===== src/source/csr_pkg.sv =====
package csr_pkg;

    // Zicsr operations, encoded as funct3
    typedef enum logic [2:0] {
        op_rw  = 3'b001,
        op_rs  = 3'b010,
        op_rc  = 3'b011,
        op_rwi = 3'b101,
        op_rsi = 3'b110,
        op_rci = 3'b111
    } csr_op_t;

    localparam logic [11:0] addr_mcycle    = 12'hB00;
    localparam logic [11:0] addr_minstret  = 12'hB02;
    localparam logic [11:0] addr_mcycleh   = 12'hB80;
    localparam logic [11:0] addr_minstreth = 12'hB82;
    localparam logic [11:0] addr_mvendorid = 12'hF11;
    localparam logic [11:0] addr_marchid   = 12'hF12;
    localparam logic [11:0] addr_mimpid    = 12'hF13;
    localparam logic [11:0] addr_mhartid   = 12'hF14;
    localparam logic [11:0] addr_mstatus   = 12'h300;
    localparam logic [11:0] addr_misa      = 12'h301;
    localparam logic [11:0] addr_mtvec     = 12'h305;
    localparam logic [11:0] addr_mepc      = 12'h341;
    localparam logic [11:0] addr_mcause    = 12'h342;

    localparam logic [31:0] mvendorid_value = 32'h5256_4B43;
    localparam logic [31:0] marchid_value   = 32'h3436_5335;
    localparam logic [31:0] mimpid_value    = 32'h3436_4931;
    localparam logic [31:0] mhartid_value   = 32'h524B_4330;
    localparam logic [31:0] mstatus_value   = 32'h0000_1800;  // mpp = machine
    localparam logic [31:0] misa_value      = 32'h4000_0100;  // mxl 32, base I

    localparam logic [31:0] mtvec_reset_value = 32'h0000_1000;

endpackage


===== src/source/csr_file.sv =====
module csr_file #(
    parameter int XLEN = 32
) (
    input  logic            clk,
    input  logic            reset,
    input  logic            csr_request,
    input  logic [11:0]     csr_address,
    input  logic            write_enable,
    input  logic [11:0]     write_address,
    input  logic [XLEN-1:0] write_data,
    input  logic            instruction_retired,
    output logic [XLEN-1:0] csr_read_out,
    output logic            csr_ready,
    output logic            illegal_address,
    output logic [XLEN-1:0] mtvec
);
    import csr_pkg::*;

    logic [XLEN-1:0] mepc;
    logic [XLEN-1:0] mcause;
    logic [63:0]     mcycle;
    logic [63:0]     minstret;

    logic            processing;     // second cycle of an access
    logic            start_access;
    logic            valid_address;
    logic [XLEN-1:0] read_data;

    assign start_access    = csr_request && !processing;
    assign csr_ready       = !start_access;               // stall during first cycle
    assign illegal_address = processing && !valid_address;

    // address decode and read mux
    always_comb begin
        valid_address = 1'b1;
        case (csr_address)
            addr_mcycle:    read_data = XLEN'(mcycle[31:0]);
            addr_minstret:  read_data = XLEN'(minstret[31:0]);
            addr_mcycleh:   read_data = XLEN'(mcycle[63:32]);
            addr_minstreth: read_data = XLEN'(minstret[63:32]);
            addr_mvendorid: read_data = XLEN'(mvendorid_value);
            addr_marchid:   read_data = XLEN'(marchid_value);
            addr_mimpid:    read_data = XLEN'(mimpid_value);
            addr_mhartid:   read_data = XLEN'(mhartid_value);
            addr_mstatus:   read_data = XLEN'(mstatus_value);
            addr_misa:      read_data = XLEN'(misa_value);
            addr_mtvec:     read_data = mtvec;
            addr_mepc:      read_data = mepc;
            addr_mcause:    read_data = mcause;
            default: begin
                read_data     = '0;
                valid_address = 1'b0;
            end
        endcase
    end

    // access sequencing and counters
    always_ff @(posedge clk or posedge reset) begin
        if (reset) begin
            mcycle       <= '0;
            minstret     <= '0;
            processing   <= 1'b0;
            csr_read_out <= '0;
        end else begin
            mcycle <= mcycle + 64'd1;
            if (instruction_retired) begin
                minstret <= minstret + 64'd1;
            end

            if (start_access) begin
                processing   <= 1'b1;
                csr_read_out <= read_data;      // old value, before any write
            end else if (processing) begin
                processing <= 1'b0;
            end
        end
    end

    // single write port, read-only targets fall through
    always_ff @(posedge clk or posedge reset) begin
        if (reset) begin
            mtvec  <= XLEN'(mtvec_reset_value);
            mepc   <= '0;
            mcause <= '0;
        end else if (write_enable) begin
            case (write_address)
                addr_mtvec:  mtvec  <= {write_data[XLEN-1:2], 2'b00};  // word aligned base
                addr_mepc:   mepc   <= {write_data[XLEN-1:2], 2'b00};
                addr_mcause: mcause <= write_data;
                default: ;
            endcase
        end
    end

endmodule


===== src/source/csr_op_unit.sv =====
module csr_op_unit #(
    parameter int XLEN = 32
) (
    input  logic             csr_request,
    input  logic             csr_ready,
    input  csr_pkg::csr_op_t csr_op,
    input  logic [XLEN-1:0]  rs1_value,
    input  logic [4:0]       uimm,
    input  logic [XLEN-1:0]  csr_read_out,
    output logic             op_write_enable,
    output logic [XLEN-1:0]  op_write_data
);
    import csr_pkg::*;

    logic [XLEN-1:0] source;
    logic            immediate_form;
    logic            source_nonzero;
    logic            write_wanted;

    assign immediate_form = (csr_op == op_rwi) || (csr_op == op_rsi) || (csr_op == op_rci);
    assign source         = immediate_form ? XLEN'(uimm) : rs1_value;  // zero-extended uimm
    assign source_nonzero = |source;

    always_comb begin
        case (csr_op)
            op_rw, op_rwi: begin
                op_write_data = source;
                write_wanted  = 1'b1;
            end
            op_rs, op_rsi: begin
                op_write_data = csr_read_out | source;
                write_wanted  = source_nonzero;    // set with zero is a plain read
            end
            op_rc, op_rci: begin
                op_write_data = csr_read_out & ~source;
                write_wanted  = source_nonzero;
            end
            default: begin
                op_write_data = csr_read_out;
                write_wanted  = 1'b0;
            end
        endcase
    end

    // request with ready high only happens in the second access cycle
    assign op_write_enable = csr_request && csr_ready && write_wanted;

endmodule


===== src/source/trap_sequencer.sv =====
module trap_sequencer #(
    parameter int XLEN = 32
) (
    input  logic            clk,
    input  logic            reset,
    input  logic            trap_request,
    input  logic [XLEN-1:0] trap_pc,
    input  logic [XLEN-1:0] trap_cause,
    input  logic            op_write_enable,
    input  logic [XLEN-1:0] op_write_data,
    input  logic [11:0]     csr_address,
    input  logic [XLEN-1:0] mtvec,
    output logic            write_enable,
    output logic [11:0]     write_address,
    output logic [XLEN-1:0] write_data,
    output logic            trap_busy,
    output logic [XLEN-1:0] trap_vector
);
    import csr_pkg::*;

    typedef enum logic [1:0] {
        idle,
        write_epc,
        write_cause
    } trap_state_t;

    trap_state_t     state;
    trap_state_t     next_state;
    logic [XLEN-1:0] epc_latch;
    logic [XLEN-1:0] cause_latch;

    always_ff @(posedge clk or posedge reset) begin
        if (reset) begin
            state <= idle;
        end else begin
            state <= next_state;
        end
    end

    // trap payload, captured only when a trap is accepted
    always_ff @(posedge clk) begin
        if (state == idle && trap_request) begin
            epc_latch   <= {trap_pc[XLEN-1:2], 2'b00};
            cause_latch <= trap_cause;
        end
    end

    always_comb begin
        case (state)
            idle:        next_state = trap_request ? write_epc : idle;
            write_epc:   next_state = write_cause;
            write_cause: next_state = idle;
            default:     next_state = idle;
        endcase
    end

    // write port arbitration, trap owns it while busy
    always_comb begin
        case (state)
            write_epc: begin
                write_enable  = 1'b1;
                write_address = addr_mepc;
                write_data    = epc_latch;
            end
            write_cause: begin
                write_enable  = 1'b1;
                write_address = addr_mcause;
                write_data    = cause_latch;
            end
            default: begin
                write_enable  = op_write_enable;  // op write forwarded when idle
                write_address = csr_address;
                write_data    = op_write_data;
            end
        endcase
    end

    assign trap_busy   = (state != idle);
    assign trap_vector = mtvec;

endmodule


===== src/source/csr_unit.sv =====
module csr_unit #(
    parameter int XLEN = 32
) (
    input  logic             clk,
    input  logic             reset,
    input  logic             csr_request,
    input  csr_pkg::csr_op_t csr_op,
    input  logic [11:0]      csr_address,
    input  logic [XLEN-1:0]  rs1_value,
    input  logic [4:0]       uimm,
    input  logic             instruction_retired,
    input  logic             trap_request,
    input  logic [XLEN-1:0]  trap_pc,
    input  logic [XLEN-1:0]  trap_cause,
    output logic [XLEN-1:0]  csr_read_out,
    output logic             csr_ready,
    output logic             illegal_address,
    output logic [XLEN-1:0]  trap_vector,
    output logic             trap_busy
);

    logic            op_write_enable;
    logic [XLEN-1:0] op_write_data;
    logic            write_enable;
    logic [11:0]     write_address;
    logic [XLEN-1:0] write_data;
    logic [XLEN-1:0] mtvec;

    csr_file #(.XLEN(XLEN)) csr_file0 (
        .clk                 (clk),
        .reset               (reset),
        .csr_request         (csr_request),
        .csr_address         (csr_address),
        .write_enable        (write_enable),
        .write_address       (write_address),
        .write_data          (write_data),
        .instruction_retired (instruction_retired),
        .csr_read_out        (csr_read_out),
        .csr_ready           (csr_ready),
        .illegal_address     (illegal_address),
        .mtvec               (mtvec)
    );

    csr_op_unit #(.XLEN(XLEN)) csr_op_unit0 (
        .csr_request     (csr_request),
        .csr_ready       (csr_ready),
        .csr_op          (csr_op),
        .rs1_value       (rs1_value),
        .uimm            (uimm),
        .csr_read_out    (csr_read_out),
        .op_write_enable (op_write_enable),
        .op_write_data   (op_write_data)
    );

    trap_sequencer #(.XLEN(XLEN)) trap_sequencer0 (
        .clk             (clk),
        .reset           (reset),
        .trap_request    (trap_request),
        .trap_pc         (trap_pc),
        .trap_cause      (trap_cause),
        .op_write_enable (op_write_enable),
        .op_write_data   (op_write_data),
        .csr_address     (csr_address),
        .mtvec           (mtvec),
        .write_enable    (write_enable),
        .write_address   (write_address),
        .write_data      (write_data),
        .trap_busy       (trap_busy),
        .trap_vector     (trap_vector)
    );

endmodule


===== config.mk =====
export PLATFORM = sky130hd
export DESIGN_NAME = csr_unit
export DESIGN_NICKNAME = d
export VERILOG_FILES = /design/src/source/csr_pkg.sv /design/src/source/csr_file.sv /design/src/source/csr_op_unit.sv /design/src/source/trap_sequencer.sv /design/src/source/csr_unit.sv
export SDC_FILE = /design/constraint.sdc
export NUM_CORES = 1
export LEC_CHECK = 0
export BUFFER_PORTS_ARGS = -buffer_cell sky130_fd_sc_hd__buf_2
export CORE_MARGIN = 2
export CORE_UTILIZATION = 40
export CTS_BUF_LIST = sky130_fd_sc_hd__clkbuf_2 sky130_fd_sc_hd__clkbuf_4 sky130_fd_sc_hd__clkbuf_8
export DETAILED_ROUTE_END_ITERATION = 10
export GPL_ROUTABILITY_DRIVEN = 0
export GPL_TIMING_DRIVEN = 0
export MAX_ROUTING_LAYER = met4
export PLACE_DENSITY_LB_ADDON = 0.1
export SYNTH_ARGS = -nofsm -noshare
export SYNTH_HDL_FRONTEND = slang
export SYNTH_SLANG_ARGS = --single-unit

===== constraint.sdc =====
create_clock -name clk -period 7.41 [get_ports clk]
set_input_delay 0.3705 -clock clk [delete_from_list [all_inputs] [get_ports clk]]
set_output_delay 0.3705 -clock clk [all_outputs]
set_load 0.01 [all_outputs]

* After elaboration in Yosys (flattened, before gate mapping)
Index checks and enable logic that the tools add are counted.
Operators by class: $add $sub $neg 2, equal/unequal tests 24, muxes and demuxes 11, bitwise logic cells 3, reduce and logical (&&, ||, !) cells 22
Operators by type and width (number):
- one-hot mux 32 bit (13 select lines) | 1
- adder 64 x 1 -> 64 bit, second input constant | 2
- == test 12 x 10 -> 1 bit, second input constant | 8
- == test 12 bit, second input constant | 8
- one-hot mux 32 bit (3 select lines) | 1
- one-hot mux 32 bit (2 select lines) | 1
- bitwise AND 32 bit | 1
- two-way mux 32 bit | 1
- NOT 32 bit | 1
- OR 32 bit | 1
- OR reduction 32 bit | 1
- one-hot mux 12 bit (2 select lines) | 1
- OR reduction 13 bit | 1
- == test 3 bit, second input constant | 3
- OR reduction 2 bit | 4
- == test 3 x 2 -> 1 bit, second input constant | 2
- AND reduction 2 bit | 3
- logical AND 1 bit | 5
- two-way mux 1 bit | 4
- one-hot mux 2 bit (2 select lines) | 1
- OR reduction 4 bit | 1
- == test 3 x 1 -> 1 bit, second input constant | 1
- logical NOT 1 bit | 3
- == test 2 x 1 -> 1 bit, second input constant | 1
- 5 further kinds | 6
Storage, ports and cells: bits in registers 317, input bits 121, output and inout bits 67

* Logic depth before layout (Yosys ltp)
word-level depth 9, mapped depth 10

* Cells and area by module
Synthesis repeated with hierarchy kept, for this count alone.
Second synthesis, totals: cells, all modules 1513, area, all modules 16681.0 um^2
By module, submodules not included:
- csr_file | times used 1, cells an instance 1115, area each 12547.0 um^2, sequential area each 6332.3 um^2
- trap_sequencer | times used 1, cells an instance 231, area each 2976.6 um^2, sequential area each 1911.8 um^2
- csr_op_unit | times used 1, cells an instance 167, area each 1157.4 um^2, sequential area each 0.0 um^2

* Least setup slack after synthesis
OpenSTA, ideal clock, no wires.
path kind register -> register, from register trap_sequencer0.state[0], to register trap_sequencer0.cause_latch[0] (enable), setup time 0.427 ns, arrival 2.068 ns, setup slack 4.915 ns, stages on the path, launching flop included 4, path buffers 0, period minus slack after synthesis 2.495 ns, cells stage by stage dfrtp_1 -> inv_1 -> ha_1 -> and2_1
Between the ends: word-level cells in the longest chain between the ends 2
Ends and longest elaborated chain:
- start: declaration | RTL line trap_sequencer.sv:27 | trap_state_t state;
- start signal: assignment | RTL line trap_sequencer.sv:34 | state <= idle;
- start signal: assignment | RTL line trap_sequencer.sv:36 | state <= next_state;
- logical NOT 2 bit | RTL line trap_sequencer.sv:42 | if (state == idle && trap_request) begin
- logical AND 1 bit | RTL line trap_sequencer.sv:42
- end signal: assignment | RTL line trap_sequencer.sv:44 | cause_latch <= trap_cause;
- end: declaration | RTL line trap_sequencer.sv:30 | logic [XLEN-1:0] cause_latch;
No other way between the ends. A chain may end at the register's enable or synchronous reset.

* Worst setup path after layout
from input csr_address[7], to output illegal_address
Between the ends: word-level cells in the longest chain between the ends 5, elaborated cells on any way between the ends 17
Ends and longest elaborated chain:
- start: declaration | RTL line csr_unit.sv:8 | input logic [11:0] csr_address,
- == test 12 bit / == test 12 x 10 -> 1 bit (equally long branches) | RTL line csr_file.sv:36 | case (csr_address)
- OR reduction 13 bit (no source line) (*)
- two-way mux 1 bit (*) | RTL line csr_file.sv:36
- logical NOT 1 bit (*) | RTL line csr_file.sv:31 | assign illegal_address = processing && !valid_address;
- logical AND 1 bit (*) | RTL line csr_file.sv:31
- end: declaration | RTL line csr_unit.sv:17 | output logic illegal_address,
Every way passes the cells marked *; elsewhere a longest branch is shown, timed or not.

==> run metrics <==
run status completed; Final min period approximately 3.4 ns; drt total wl 61500 um; data arrival time of the worst path 3.04 ns; die height 207 um; RSZ-0062 raised after global routing no; Post-synth EDFFs 62; Clock Power Share 37.1%; Synth Instances between 1500 and 2000; Worst Tran Pin Value 1.32 ns; final-report max-slew violation count 0; Yosys reg bits 317; IO Count 188; Via Count 14400; post-route DRC violation count 0; LEAKAGE 8.46 nW; Finish-stage setup viols 0; worst-path fanout max 10; Sw Ratio 29.1%; Comb power frac 15.6%; nets between 2000 and 2500; Root Buffer clkbuf_8; Setup Fix Bufs, Post-CTS 0; worst setup margin 4.00 ns; Initial Utilization 40.4%; Syn. warnings 0; ANT nets after route 0; Max IR drop VDD 0.000135 V; asr flop ratio synth 80.4%; critical setup path kind in -> out; worst skew pair latency approximately 0.67 ns; multi-input logic area 7650 um2; row count 74; Post-Syn Area per Cell 10.5 um2; largest net degree at the start of global routing 116; CTS Buf Count 57; Die X a little over 200 um; max cap viols 0; fraction of layout cells with a size suffix above 1 20.1%; Layout fillers a little under 4000; relative slew slack 11.7%; core box area 40600 um2; CTS Sinks between 300 and 400; hpwl dp 45900 um; post-synth cell types 70; Switch Pwr 1.33 mW; Pint 3.23 mW; die area 42700 um2; Clock Tree Buf Depth 3; crit start category primary input; vias per inst around 5.9; Setup WS pre-CTS 3.91 ns; WL/cell 25.1 um; synthesis-to-layout area growth 21.0%; GR Util All Layers 30.0%; Seq/Total Area, Yosys between 50% and 60%; Worst Clk Skew just under 0.04 ns; Most common cell on crit path buf_2; Primary FF master, synth dfrtp_1; placed cell area 18100 um2; commonest non-fill, non-tap cell in the layout dfrtp_1; global-route wire length before repair 91300 um; CTS tree built; initial antenna violation count 2; Seq pwr share between 40 and 50%; FMAX 293 MHz; Design Area, Final approximately 20000 um2; most frequent cells in the layout 254 x dfrtp_1, 192 x buf_2, 139 x nand2_1, 98 x nor2_1; Cell Pwr Density approximately 230 nW/um2; gr ovfl total 0; Largest stage delay, worst path 0.66 ns; fin crit share 46.0%; Tightest Hold Check Type in -> async; Worst setup EP type output port; Overall Power 4.55 mW; total iterations of the first detailed-routing run 6; CTS HTree Levels 2; Reg area 8240 um2; crit-path leading delay family buffers and inverters; number of I/O port buffers between 150 and 200; Worst Path Buf+Inv 3; Hold Vio Cnt, Final 0; vias in the first global route between 10000 and 15000; Worst Path Required 7.04 ns; Post-Syn Area 16400 um2; critical path, cell by cell buf_2 -> clkbuf_1 -> and4bb_2 -> o2111ai_1 -> o21ai_0 -> nor4b_1 -> buf_2; Slowest cell on crit path nor4b_1; final core occ 48.9%; Clk pin slew, worst setup/hold paths 0.08 ns; 1st-iter DRT viols 1534
metal layers:
layer / share of wire (%) / vias to the layer above / track usage (%)
met4: 2.5 / 0 / 8.37
met2: 45 / 566 / 44.6
li1: - / 6465 / -
met5: 0 / - / -
met1: 45 / 7238 / 42.1
met3: 7.9 / 92 / 5.40
cell type report:
class / instances / area share, %
diodes: 2 / 0.0252
plain buffers: 97 / 2.10
clock buffers: 88 / 5.31
clock inverters: 11 / 0.397
inverters: 32 / 0.642
multi-input cells: 1123 / 38.5
flip-flops and latches: 317 / 41.5
well taps: 532 / 3.35
repair buffers: 248 / 8.17
path summary, 6_finish.rpt:
| kind | startpoint | end | slack [ns] | cells after the start |
|---|---|---|---|---|
| worst min-delay path | reset | csr_file0.minstret[60] | 0.30 | 3 |
| min in group clk | trap_request | trap_sequencer0.state[0] | 0.36 | 2 |
| worst min register to register | csr_file0.minstret[63] | csr_file0.minstret[63] | 0.48 | 1 |
| worst max-delay path | csr_address[7] | illegal_address | 4.00 | 7 |
| max in group asynchronous | reset | csr_file0.mcycle[0] | 5.81 | 5 |
| worst max register to register | csr_file0.minstret[16] | csr_file0.minstret[48] | 4.24 | 6 |
synth_stat cells, types with 8 or more instances:
master / n / area [um2]
dfrtp_1: 254 / 6360
xor2_1: 70 / 613
a22oi_1: 44 / 330
a211oi_1: 29 / 218
nor2b_1: 58 / 363
a2111oi_0: 14 / 123
nor2_1: 98 / 368
nor4_1: 41 / 257
inv_1: 32 / 120
mux2i_1: 57 / 571
edfxtp_1: 62 / 1860
a22o_1: 29 / 254
a221oi_1: 13 / 114
clkbuf_1: 70 / 263
o31ai_1: 28 / 210
nand3_1: 51 / 255
buf_4: 8 / 60.1
xnor2_1: 58 / 508
o22ai_1: 38 / 238
buf_2: 12 / 60.1
a21oi_1: 18 / 90.1
nor3_1: 51 / 255
and3_1: 12 / 75.1
a31oi_1: 17 / 106
o21ai_0: 49 / 245
nand4_1: 37 / 231
mux2_2: 64 / 721
nand2_1: 139 / 522
timing repair:
action,4_1_cts,5_1_grt
gates resized for setup,0,0
hold buffers,64,0
hold endpoints to repair,117,0
state kept, by name, summed over array words and instances, names as in the netlist:
register and count:
csr_file0.processing 1, trap_sequencer0.state 2, csr_file0.mcause 32, csr_file0.mcycle 64
trap_sequencer0.cause_latch 32, trap_sequencer0.epc_latch 30, csr_file0.mepc 30, csr_file0.csr_read_out 32
csr_file0.mtvec 30, csr_file0.minstret 64
stage by stage:
step	hold WS (ns)	instances	TNS, ns
after detailed placement	0.418	2285	0
after global routing	0.324	2450	0
after global placement	0.460	2281	-778.53
final	0.298	2450	0
after CTS	0.273	2448	0
after floorplan	0.441	1569	0
worst min-delay path: stages:
cell and delay (ns):
dlygate4sd3_1 0.53, buf_2 0.15, inv_8 0.29
cells by family (layout without fill, tap and decap cells):
group	count (synthesis)	after routing	share of synthesized area, %
XOR/XNOR	128	128	6.83
AO/OA/AOI/OAI	327	327	14.3
adder cells (fa/ha/maj)	5	5	0.381
other	1	4	0.0228
buffers and inverters	129	476	3.27
flip-flops	317	317	50.2
AND/OR/NAND/NOR	539	539	17.0
multiplexers	122	122	7.94
power groups by stage:
stage               sequential (mW)  clock (mW)  combinational, mW
floorplan                      2.12           0              0.443
global placement               2.18           0              0.659
detailed placement             2.18           0              0.681
CTS                            2.15        1.72              0.709
global route                   2.17        1.80              0.782
finish                         2.15        1.69              0.711
Power figures use the tool's default switching activity.
